[src/logic/rv_pkg.sv]
package rv_pkg;

    typedef logic [31:0] word_t;    // data word or byte address
    typedef logic [4:0]  reg_idx_t; // x0 .. x31
    typedef logic [6:0]  opcode_t;
    typedef logic [2:0]  funct3_t;
    typedef logic [3:0]  alu_op_t;
    typedef logic [2:0]  br_op_t;

    localparam int num_regs = 32;
    localparam int shamt_w  = 5;                   // shift amount bits
    localparam logic [6:0] funct7_alt = 7'b0100000; // sub / sra / srai

    // major opcodes of the kept groups
    localparam opcode_t opc_op     = 7'b0110011;
    localparam opcode_t opc_op_imm = 7'b0010011;
    localparam opcode_t opc_lui    = 7'b0110111;
    localparam opcode_t opc_auipc  = 7'b0010111;
    localparam opcode_t opc_jal    = 7'b1101111;
    localparam opcode_t opc_jalr   = 7'b1100111;
    localparam opcode_t opc_branch = 7'b1100011;

    // alu functions, shared by op and op_imm
    localparam funct3_t f3_add_sub = 3'b000;
    localparam funct3_t f3_sll     = 3'b001;
    localparam funct3_t f3_slt     = 3'b010;
    localparam funct3_t f3_sltu    = 3'b011;
    localparam funct3_t f3_xor     = 3'b100;
    localparam funct3_t f3_srl_sra = 3'b101;
    localparam funct3_t f3_or      = 3'b110;
    localparam funct3_t f3_and     = 3'b111;

    // branch functions
    localparam funct3_t f3_beq  = 3'b000;
    localparam funct3_t f3_bne  = 3'b001;
    localparam funct3_t f3_blt  = 3'b100;
    localparam funct3_t f3_bge  = 3'b101;
    localparam funct3_t f3_bltu = 3'b110;
    localparam funct3_t f3_bgeu = 3'b111;
    localparam funct3_t f3_jalr = 3'b000;

    // alu operation picked by decode
    localparam alu_op_t alu_nop    = 4'd0;
    localparam alu_op_t alu_add    = 4'd1;
    localparam alu_op_t alu_sub    = 4'd2;
    localparam alu_op_t alu_slt    = 4'd3;
    localparam alu_op_t alu_sltu   = 4'd4;
    localparam alu_op_t alu_and    = 4'd5;
    localparam alu_op_t alu_or     = 4'd6;
    localparam alu_op_t alu_xor    = 4'd7;
    localparam alu_op_t alu_sll    = 4'd8;
    localparam alu_op_t alu_srl    = 4'd9;
    localparam alu_op_t alu_sra    = 4'd10;
    localparam alu_op_t alu_pass_b = 4'd11; // lui

    // branch kind
    localparam br_op_t br_none = 3'd0;
    localparam br_op_t br_eq   = 3'd1;
    localparam br_op_t br_ne   = 3'd2;
    localparam br_op_t br_lt   = 3'd3;
    localparam br_op_t br_ge   = 3'd4;
    localparam br_op_t br_ltu  = 3'd5;
    localparam br_op_t br_geu  = 3'd6;
    localparam br_op_t br_jump = 3'd7; // jal and jalr

endpackage

[src/logic/rv_result.sv]
`timescale 1ns/100ps

module rv_result (
    input  logic             clk,
    input  logic             arst_n,
    input  logic             wb_valid,
    input  rv_pkg::reg_idx_t wb_rd,
    input  rv_pkg::word_t    wb_data,
    input  rv_pkg::reg_idx_t rs1_addr,
    input  rv_pkg::reg_idx_t rs2_addr,
    output rv_pkg::word_t    rs1_data,
    output rv_pkg::word_t    rs2_data
);

    rv_pkg::word_t regs [1:rv_pkg::num_regs-1]; // x0 has no storage

    always_ff @(posedge clk or negedge arst_n) begin
        if (!arst_n) begin
            for (int i = 1; i < rv_pkg::num_regs; i++) begin
                regs[i] <= '0;
            end
        end else if (wb_valid && wb_rd != '0) begin
            regs[wb_rd] <= wb_data;
        end
    end

    // asynchronous reads, x0 always reads zero
    assign rs1_data = (rs1_addr == '0) ? '0 : regs[rs1_addr];
    assign rs2_data = (rs2_addr == '0) ? '0 : regs[rs2_addr];

    a_write_lands: assert property (@(posedge clk) disable iff (!arst_n)
        (wb_valid && wb_rd != '0) |=> (regs[$past(wb_rd)] == $past(wb_data)));

endmodule

[src/logic/rv_decode.sv]
`timescale 1ns/100ps

module rv_decode (
    input  logic             clk,
    input  logic             arst_n,
    input  logic             insn_valid,
    input  rv_pkg::word_t    insn,
    input  rv_pkg::word_t    pc,
    output rv_pkg::reg_idx_t rs1_addr,
    output rv_pkg::reg_idx_t rs2_addr,
    input  rv_pkg::word_t    rs1_data,
    input  rv_pkg::word_t    rs2_data,
    input  logic             ex_fwd_valid,
    input  rv_pkg::reg_idx_t ex_fwd_rd,
    input  rv_pkg::word_t    ex_fwd_data,
    input  logic             wb_valid,
    input  rv_pkg::reg_idx_t wb_rd,
    input  rv_pkg::word_t    wb_data,
    output logic             id_valid,
    output rv_pkg::alu_op_t  id_alu_op,
    output rv_pkg::br_op_t   id_br_op,
    output rv_pkg::word_t    id_opa,
    output rv_pkg::word_t    id_opb,
    output rv_pkg::word_t    id_imm,
    output rv_pkg::word_t    id_pc,
    output rv_pkg::reg_idx_t id_rd,
    output logic             id_we,
    output logic             id_undef
);

    rv_pkg::opcode_t  opcode;
    rv_pkg::funct3_t  funct3;
    logic [6:0]       funct7;
    rv_pkg::reg_idx_t rd;
    rv_pkg::word_t    imm_i, imm_u, imm_b, imm_j;
    rv_pkg::word_t    rs1_val, rs2_val; // operands after forwarding

    rv_pkg::alu_op_t  dec_alu_op;
    rv_pkg::br_op_t   dec_br_op;
    rv_pkg::word_t    dec_opa, dec_opb, dec_imm;
    logic             dec_we, dec_undef;

    assign opcode   = insn[6:0];
    assign rd       = insn[11:7];
    assign funct3   = insn[14:12];
    assign rs1_addr = insn[19:15];
    assign rs2_addr = insn[24:20];
    assign funct7   = insn[31:25];

    assign imm_i = {{20{insn[31]}}, insn[31:20]};
    assign imm_u = {insn[31:12], 12'b0};
    assign imm_b = {{19{insn[31]}}, insn[31], insn[7], insn[30:25], insn[11:8], 1'b0};
    assign imm_j = {{11{insn[31]}}, insn[31], insn[19:12], insn[20], insn[30:21], 1'b0};

    // newest value wins: execute result, then write-back regs, then the register file
    assign rs1_val = (ex_fwd_valid && ex_fwd_rd == rs1_addr && rs1_addr != '0) ? ex_fwd_data :
                     (wb_valid && wb_rd == rs1_addr && rs1_addr != '0)         ? wb_data     :
                                                                                 rs1_data;
    assign rs2_val = (ex_fwd_valid && ex_fwd_rd == rs2_addr && rs2_addr != '0) ? ex_fwd_data :
                     (wb_valid && wb_rd == rs2_addr && rs2_addr != '0)         ? wb_data     :
                                                                                 rs2_data;

    always_comb begin
        dec_alu_op = rv_pkg::alu_nop;
        dec_br_op  = rv_pkg::br_none;
        dec_we     = 1'b0;
        dec_undef  = 1'b0;
        dec_opa    = rs1_val;
        dec_opb    = rs2_val;
        dec_imm    = imm_i;
        case (opcode)
            rv_pkg::opc_op: begin
                dec_we = 1'b1;
                if (funct7 == 7'b0) begin
                    case (funct3)
                        rv_pkg::f3_add_sub: dec_alu_op = rv_pkg::alu_add;
                        rv_pkg::f3_sll:     dec_alu_op = rv_pkg::alu_sll;
                        rv_pkg::f3_slt:     dec_alu_op = rv_pkg::alu_slt;
                        rv_pkg::f3_sltu:    dec_alu_op = rv_pkg::alu_sltu;
                        rv_pkg::f3_xor:     dec_alu_op = rv_pkg::alu_xor;
                        rv_pkg::f3_srl_sra: dec_alu_op = rv_pkg::alu_srl;
                        rv_pkg::f3_or:      dec_alu_op = rv_pkg::alu_or;
                        default:            dec_alu_op = rv_pkg::alu_and;
                    endcase
                end else if (funct7 == rv_pkg::funct7_alt && funct3 == rv_pkg::f3_add_sub) begin
                    dec_alu_op = rv_pkg::alu_sub;
                end else if (funct7 == rv_pkg::funct7_alt && funct3 == rv_pkg::f3_srl_sra) begin
                    dec_alu_op = rv_pkg::alu_sra;
                end else begin
                    dec_undef = 1'b1;
                end
            end
            rv_pkg::opc_op_imm: begin
                dec_we  = 1'b1;
                dec_opb = imm_i; // shifts only look at the low bits
                case (funct3)
                    rv_pkg::f3_add_sub: dec_alu_op = rv_pkg::alu_add;
                    rv_pkg::f3_slt:     dec_alu_op = rv_pkg::alu_slt;
                    rv_pkg::f3_sltu:    dec_alu_op = rv_pkg::alu_sltu;
                    rv_pkg::f3_xor:     dec_alu_op = rv_pkg::alu_xor;
                    rv_pkg::f3_or:      dec_alu_op = rv_pkg::alu_or;
                    rv_pkg::f3_and:     dec_alu_op = rv_pkg::alu_and;
                    rv_pkg::f3_sll: begin
                        dec_alu_op = rv_pkg::alu_sll;
                        dec_undef  = (funct7 != 7'b0);
                    end
                    default: begin
                        if (funct7 == 7'b0)
                            dec_alu_op = rv_pkg::alu_srl;
                        else if (funct7 == rv_pkg::funct7_alt)
                            dec_alu_op = rv_pkg::alu_sra;
                        else
                            dec_undef = 1'b1;
                    end
                endcase
            end
            rv_pkg::opc_lui: begin
                dec_we     = 1'b1;
                dec_alu_op = rv_pkg::alu_pass_b;
                dec_opb    = imm_u;
                dec_imm    = imm_u;
            end
            rv_pkg::opc_auipc: begin
                dec_we     = 1'b1;
                dec_alu_op = rv_pkg::alu_add;
                dec_opa    = pc;
                dec_opb    = imm_u;
                dec_imm    = imm_u;
            end
            rv_pkg::opc_jal: begin
                dec_we     = 1'b1;
                dec_alu_op = rv_pkg::alu_add; // link = pc + 4
                dec_br_op  = rv_pkg::br_jump;
                dec_opa    = pc;              // jump base
                dec_opb    = 32'd4;
                dec_imm    = imm_j;
            end
            rv_pkg::opc_jalr: begin
                dec_we     = 1'b1;
                dec_alu_op = rv_pkg::alu_add;
                dec_br_op  = rv_pkg::br_jump;
                dec_opb    = 32'd4;           // opa keeps rs1 as the jump base
                dec_undef  = (funct3 != rv_pkg::f3_jalr);
            end
            rv_pkg::opc_branch: begin
                dec_imm = imm_b;
                case (funct3)
                    rv_pkg::f3_beq:  dec_br_op = rv_pkg::br_eq;
                    rv_pkg::f3_bne:  dec_br_op = rv_pkg::br_ne;
                    rv_pkg::f3_blt:  dec_br_op = rv_pkg::br_lt;
                    rv_pkg::f3_bge:  dec_br_op = rv_pkg::br_ge;
                    rv_pkg::f3_bltu: dec_br_op = rv_pkg::br_ltu;
                    rv_pkg::f3_bgeu: dec_br_op = rv_pkg::br_geu;
                    default:         dec_undef = 1'b1;
                endcase
            end
            default: dec_undef = 1'b1;
        endcase
        if (dec_undef) begin // an unknown encoding does nothing
            dec_we     = 1'b0;
            dec_alu_op = rv_pkg::alu_nop;
            dec_br_op  = rv_pkg::br_none;
        end
    end

    always_ff @(posedge clk or negedge arst_n) begin
        if (!arst_n) begin
            id_valid  <= 1'b0;
            id_we     <= 1'b0;
            id_undef  <= 1'b0;
            id_alu_op <= rv_pkg::alu_nop;
            id_br_op  <= rv_pkg::br_none;
            id_opa    <= '0;
            id_opb    <= '0;
            id_imm    <= '0;
            id_pc     <= '0;
            id_rd     <= '0;
        end else begin
            id_valid  <= insn_valid;
            id_we     <= insn_valid && dec_we;
            id_undef  <= insn_valid && dec_undef;
            id_alu_op <= dec_alu_op;
            id_br_op  <= dec_br_op;
            id_opa    <= dec_opa;
            id_opb    <= dec_opb;
            id_imm    <= dec_imm;
            id_pc     <= pc;
            id_rd     <= rd;
        end
    end

    // a rejected instruction must never reach the register file
    a_undef_no_we: assert property (@(posedge clk) disable iff (!arst_n) !(id_undef && id_we));

endmodule

[src/logic/rv_execute.sv]
`timescale 1ns/100ps

module rv_execute (
    input  logic             clk,
    input  logic             arst_n,
    input  logic             id_valid,
    input  rv_pkg::alu_op_t  id_alu_op,
    input  rv_pkg::br_op_t   id_br_op,
    input  rv_pkg::word_t    id_opa,
    input  rv_pkg::word_t    id_opb,
    input  rv_pkg::word_t    id_imm,
    input  rv_pkg::word_t    id_pc,
    input  rv_pkg::reg_idx_t id_rd,
    input  logic             id_we,
    input  logic             id_undef,
    output logic             ex_fwd_valid,
    output rv_pkg::reg_idx_t ex_fwd_rd,
    output rv_pkg::word_t    ex_fwd_data,
    output logic             wb_valid,
    output rv_pkg::reg_idx_t wb_rd,
    output rv_pkg::word_t    wb_data,
    output logic             br_valid,
    output logic             br_taken,
    output rv_pkg::word_t    br_addr,
    output logic             undef_insn
);

    logic                       is_jump;
    rv_pkg::word_t              alu_a;
    logic [rv_pkg::shamt_w-1:0] shamt;
    rv_pkg::word_t              ex_result;
    rv_pkg::word_t              tgt_sum, tgt;
    logic                       cond;

    assign is_jump = (id_br_op == rv_pkg::br_jump);
    assign alu_a   = is_jump ? id_pc : id_opa; // jumps link pc + 4, opa holds the base
    assign shamt   = id_opb[rv_pkg::shamt_w-1:0];

    always_comb begin
        case (id_alu_op)
            rv_pkg::alu_add:    ex_result = alu_a + id_opb;
            rv_pkg::alu_sub:    ex_result = alu_a - id_opb;
            rv_pkg::alu_slt:    ex_result = {31'b0, $signed(alu_a) < $signed(id_opb)};
            rv_pkg::alu_sltu:   ex_result = {31'b0, alu_a < id_opb};
            rv_pkg::alu_and:    ex_result = alu_a & id_opb;
            rv_pkg::alu_or:     ex_result = alu_a | id_opb;
            rv_pkg::alu_xor:    ex_result = alu_a ^ id_opb;
            rv_pkg::alu_sll:    ex_result = alu_a << shamt;
            rv_pkg::alu_srl:    ex_result = alu_a >> shamt;
            rv_pkg::alu_sra:    ex_result = $signed(alu_a) >>> shamt;
            rv_pkg::alu_pass_b: ex_result = id_opb;
            default:            ex_result = '0; // nop
        endcase
    end

    always_comb begin
        case (id_br_op)
            rv_pkg::br_eq:   cond = (id_opa == id_opb);
            rv_pkg::br_ne:   cond = (id_opa != id_opb);
            rv_pkg::br_lt:   cond = ($signed(id_opa) < $signed(id_opb));
            rv_pkg::br_ge:   cond = ($signed(id_opa) >= $signed(id_opb));
            rv_pkg::br_ltu:  cond = (id_opa < id_opb);
            rv_pkg::br_geu:  cond = (id_opa >= id_opb);
            rv_pkg::br_jump: cond = 1'b1;
            default:         cond = 1'b0;
        endcase
    end

    // jal base is pc and its offset is even, so clearing bit 0 only matters for jalr
    assign tgt_sum = (is_jump ? id_opa : id_pc) + id_imm;
    assign tgt     = is_jump ? {tgt_sum[31:1], 1'b0} : tgt_sum;

    assign ex_fwd_valid = id_valid && id_we;
    assign ex_fwd_rd    = id_rd;
    assign ex_fwd_data  = ex_result;

    always_ff @(posedge clk or negedge arst_n) begin
        if (!arst_n) begin
            wb_valid   <= 1'b0;
            wb_rd      <= '0;
            wb_data    <= '0;
            br_valid   <= 1'b0;
            br_taken   <= 1'b0;
            br_addr    <= '0;
            undef_insn <= 1'b0;
        end else begin
            wb_valid   <= ex_fwd_valid;
            wb_rd      <= id_rd;
            wb_data    <= ex_result;
            br_valid   <= id_valid && (id_br_op != rv_pkg::br_none);
            br_taken   <= id_valid && cond;
            br_addr    <= tgt;
            undef_insn <= id_valid && id_undef;
        end
    end

    a_taken_has_valid: assert property (@(posedge clk) disable iff (!arst_n)
        br_taken |-> br_valid);

endmodule

[src/logic/rv_int_core.sv]
`timescale 1ns/100ps

module rv_int_core (
    input  logic             clk,
    input  logic             arst_n,
    input  logic             insn_valid,
    input  rv_pkg::word_t    insn,
    input  rv_pkg::word_t    pc,
    output logic             wb_valid,
    output rv_pkg::reg_idx_t wb_rd,
    output rv_pkg::word_t    wb_data,
    output logic             br_valid,
    output logic             br_taken,
    output rv_pkg::word_t    br_addr,
    output logic             undef_insn
);

    rv_pkg::reg_idx_t rs1_addr, rs2_addr;
    rv_pkg::word_t    rs1_data, rs2_data;

    // decode to execute
    logic             id_valid;
    rv_pkg::alu_op_t  id_alu_op;
    rv_pkg::br_op_t   id_br_op;
    rv_pkg::word_t    id_opa, id_opb, id_imm, id_pc;
    rv_pkg::reg_idx_t id_rd;
    logic             id_we, id_undef;

    // execute result fed back for forwarding
    logic             ex_fwd_valid;
    rv_pkg::reg_idx_t ex_fwd_rd;
    rv_pkg::word_t    ex_fwd_data;

    rv_decode u_rv_decode (
        .clk, .arst_n, .insn_valid, .insn, .pc,
        .rs1_addr, .rs2_addr, .rs1_data, .rs2_data,
        .ex_fwd_valid, .ex_fwd_rd, .ex_fwd_data,
        .wb_valid, .wb_rd, .wb_data,
        .id_valid, .id_alu_op, .id_br_op, .id_opa, .id_opb,
        .id_imm, .id_pc, .id_rd, .id_we, .id_undef
    );

    rv_execute u_rv_execute (
        .clk, .arst_n,
        .id_valid, .id_alu_op, .id_br_op, .id_opa, .id_opb,
        .id_imm, .id_pc, .id_rd, .id_we, .id_undef,
        .ex_fwd_valid, .ex_fwd_rd, .ex_fwd_data,
        .wb_valid, .wb_rd, .wb_data,
        .br_valid, .br_taken, .br_addr, .undef_insn
    );

    rv_result u_rv_result (
        .clk, .arst_n,
        .wb_valid, .wb_rd, .wb_data,
        .rs1_addr, .rs2_addr, .rs1_data, .rs2_data
    );

endmodule

[config.mk]
export PLATFORM = sky130hd
export DESIGN_NAME = rv_int_core
export DESIGN_NICKNAME = d
export VERILOG_FILES = /design/src/logic/rv_pkg.sv /design/src/logic/rv_result.sv /design/src/logic/rv_decode.sv /design/src/logic/rv_execute.sv /design/src/logic/rv_int_core.sv
export SDC_FILE = /design/constraint.sdc
export NUM_CORES = 2
export LEC_CHECK = 0
export BUFFER_PORTS_ARGS = -buffer_cell sky130_fd_sc_hd__buf_2
export CORE_UTILIZATION = 55
export CTS_CLUSTER_SIZE = 8
export DETAILED_ROUTE_END_ITERATION = 6
export GPL_TIMING_DRIVEN = 0
export PLACE_DENSITY = 0.71
export RECOVER_POWER = 25
export SLEW_MARGIN = 10
export SYNTH_ARGS = -nofsm -noshare
export SYNTH_HDL_FRONTEND = slang
export SYNTH_SLANG_ARGS = --single-unit
[constraint.sdc]
create_clock -name clk -period 8.45 [get_ports clk]
set_clock_uncertainty 0.05 [all_clocks]
set_input_delay 0.845 -clock clk [delete_from_list [all_inputs] [get_ports clk]]
set_output_delay 0.845 -clock clk [all_outputs]
set_load 0.03 [all_outputs]
==> flow_summary.toml <==
[sta]
setup_ws_ns = 0.849
tightest_slew_ns = 4.48
fin_crit_sh_pct = 90.0
min_period_ns = 7.60
finalHoldViolCount = 0
finalHoldWorstSlack_ns = 0.109
rsz0062_at_grt = "no"
slew_viol_final = 404
finalSetupViolCount = 0
fin_setup_tns_ns = 0
fmax_ghz = 0.132
slew_headroom_pct = -199

[drt]
drt-initial-drc-count = 10000
firstDrtPassIters = 7
wl_per_cell_um = 44.5
routed_via_density = 7.83
wl_um = 354000
ant_nets = 0
remaining_drc_errors = 128
vias = 62300

[finish]
utilization_pct = 61.5
nets = 6388
syn2layout_area_growth_pct = 10.7
final_layout_size_suffix_gt1_share_pct = 35.0

[cts]
cts_tree = "built"
cts_root_buffer = "clkbuf_16"
cts_resized = 0
cts_buffers = 169
path_clk_slew_ns = 0.05
htree_levels = 4
cts.sink_count = 1208
clock_path_buffers = 3
clock_latency_ns = 0.83

[worst_setup_path]
start_kind = "register"
critical_path_class = "reg -> reg"
arrival_ns = 8.19
cp-end-kind = "register"
crit_required_ns = 9.04
crit_fanout = 12

[placement]
port_buffers = 129
gp_congestion = 1.09
hpwlAfterDp_um = 254000
post-place-ws_ns = 1.30

[yosys]
synthTopCellsByArea = "dfrtp_1 41%, mux4_2 19%, mux2_2 16%"
syn_nets = 6067
syn_avg_cell_area_um2 = 12.7
synth-seq-cells = 1208
yosysMostFrequentCell = "dfrtp_1"
yosysSeqAreaShare_pct = 40.8
syn_inst = 5828
synth_commonest_cells = "1208 x dfrtp_1, 1058 x mux2_2, 632 x mux4_2, 357 x clkbuf_1, 341 x nand2_1"
synth_top_area_share_pct = 40.8
synth-edff-count = 0
synthArstFlopShare_pct = 100
synth_area_um2 = 74200
yosysTopAreaCell = "dfrtp_1"
synth_cell_types = 95
ys.flop_type = "dfrtp_1"
yosysWarnings = 0

[power_and_ir_drop]
power.density_nw_per_um2 = 165
ir_drop_uv = 186
p_leak_nw = 37.1

[flow_run]
maxCapViolations = 10

[floorplan]
die_y_um = 369
die-area_um2 = 136000
core_um2 = 134000
start_util_pct = 55.5
ios = 140
placement_rows = 134
die_x_um = 369

[global_route]
grt_overflow = 0
grt_start_max_net_pins = 153
grt_first_pass_wirelength_um = 485000
grt_pass1_vias = 60200
track_usage_pct = 52.2
antenna_found_initial = 33

[status]
status = "complete, but fails checks"
violations = "DRC, capacitance limit, slew limit"

[min_path]
holdCritPathClass = "in -> reg"
[layer usage]
layer	part of all wire, %	wire length, µm	global-route usage, %	up-vias
met3	15	54600	24.2	1764
li1	-	-	-	22900
met5	0.12	414	2.60	-
met4	10	35500	40.8	30
met1	34	119000	62.8	31800
met2	41	145000	71.7	5794
[layout make-up]
class,instances,area (µm²)
Antenna cell,27,67.6
Clock buffer,177,4320
Buffer,538,2290
Multi-Input combinational cell,3958,41400
Clock inverter,13,273
Inverter,124,465
Sequential cell,1208,30200
Fill cell,10600,51500
Timing Repair Buffer,150,892
Tap cell,1768,2210
[flip-flops by register name (all words and copies together), names as in the netlist, 3 cells and up]
signal,flops
u_rv_execute.br_addr,32
u_rv_decode.id_rd,5
u_rv_decode.id_alu_op,4
u_rv_decode.id_imm,32
u_rv_decode.id_br_op,3
u_rv_decode.id_pc,32
u_rv_decode.id_opb,32
u_rv_execute.wb_rd,5
u_rv_decode.id_opa,32
u_rv_result.regs,992
u_rv_execute.wb_data,32
[per-stage QoR]
| stage | total power, mW | instance area [µm²] | std cells |
|---|---|---|---|
| floorplan | 6.64 | 74200 | 5828 |
| global placement | 7.30 | 77000 | 7725 |
| detailed placement | 7.31 | 77600 | 7745 |
| CTS | 13.4 | 82200 | 7936 |
| global route | 13.7 | 82100 | 7937 |
| finish | 13.5 | 82100 | 7963 |
[final timing paths]
kind,slack (ns),cells after the start,startpoint,end
worst max register to register,0.85,17,u_rv_decode.id_opb[2],u_rv_decode.id_opb[26]
worst min-delay path,0.11,1,insn[8],u_rv_decode.id_rd[1]
worst max-delay path,0.85,17,u_rv_decode.id_opb[2],u_rv_decode.id_opb[26]
max in group asynchronous,1.53,5,arst_n,u_rv_result.regs[641]
worst min register to register,0.42,1,u_rv_decode.id_undef,u_rv_execute.undef_insn
min in group asynchronous,2.12,2,arst_n,u_rv_execute.br_addr[21]
[logic make-up (layout without fill, tap and decap cells)]
kind of cell	count (synthesis)	count (layout)	synth area share (%)
buffers and inverters	662	1002	3.55
adders and majority gates	172	172	2.93
AOI/OAI and AO/OA	945	945	8.43
DFF	1208	1208	40.8
muxes	1873	1873	38.0
other	0	27	0
xor gates and xnor gates	56	56	0.661
and+or+nand+nor	912	912	5.71
[where the power goes]
group / total [mW] / internal [mW] / switching, mW
Clock: 6.26 / 3.60 / 2.66
Sequential: 5.91 / 5.85 / 0.0506
Combinational: 1.38 / 0.353 / 1.02
Total: 13.5 / 9.80 / 3.74
[cells in the final DEF (no fill, tap or decap), drive strengths merged, types with 172 or more instances in the layout]
cell,instances
a21oi,272
buf,230
clkbuf,633
dfrtp,1208
mux2,1058
mux2i,172
mux4,643
nand2,341
nor2,228
o21ai,193
[worst max-delay path, stage by stage, from the launching register on]
cell and delay, ns:
dfrtp_1 0.51, clkbuf_1 0.27, inv_1 0.16, clkbuf_1 0.55, buf_1 0.57, clkbuf_1 0.81, ha_1 0.25, buf_2 0.19
nor2b_1 0.08, o311ai_0 0.55, a21oi_1 0.27, o31ai_1 0.77, a211oi_1 0.23, or2_2 0.38, or3_1 0.35, a21oi_1 0.84
o21ai_0 0.16, a31oi_1 0.42
[repair_timing]
item / in CTS / in global routing
endpoints found under the hold margin: 82 / 0
setup buffers: 0 / 0
hold buffers: 1 / 0
(Power assumes the default switching activity.)
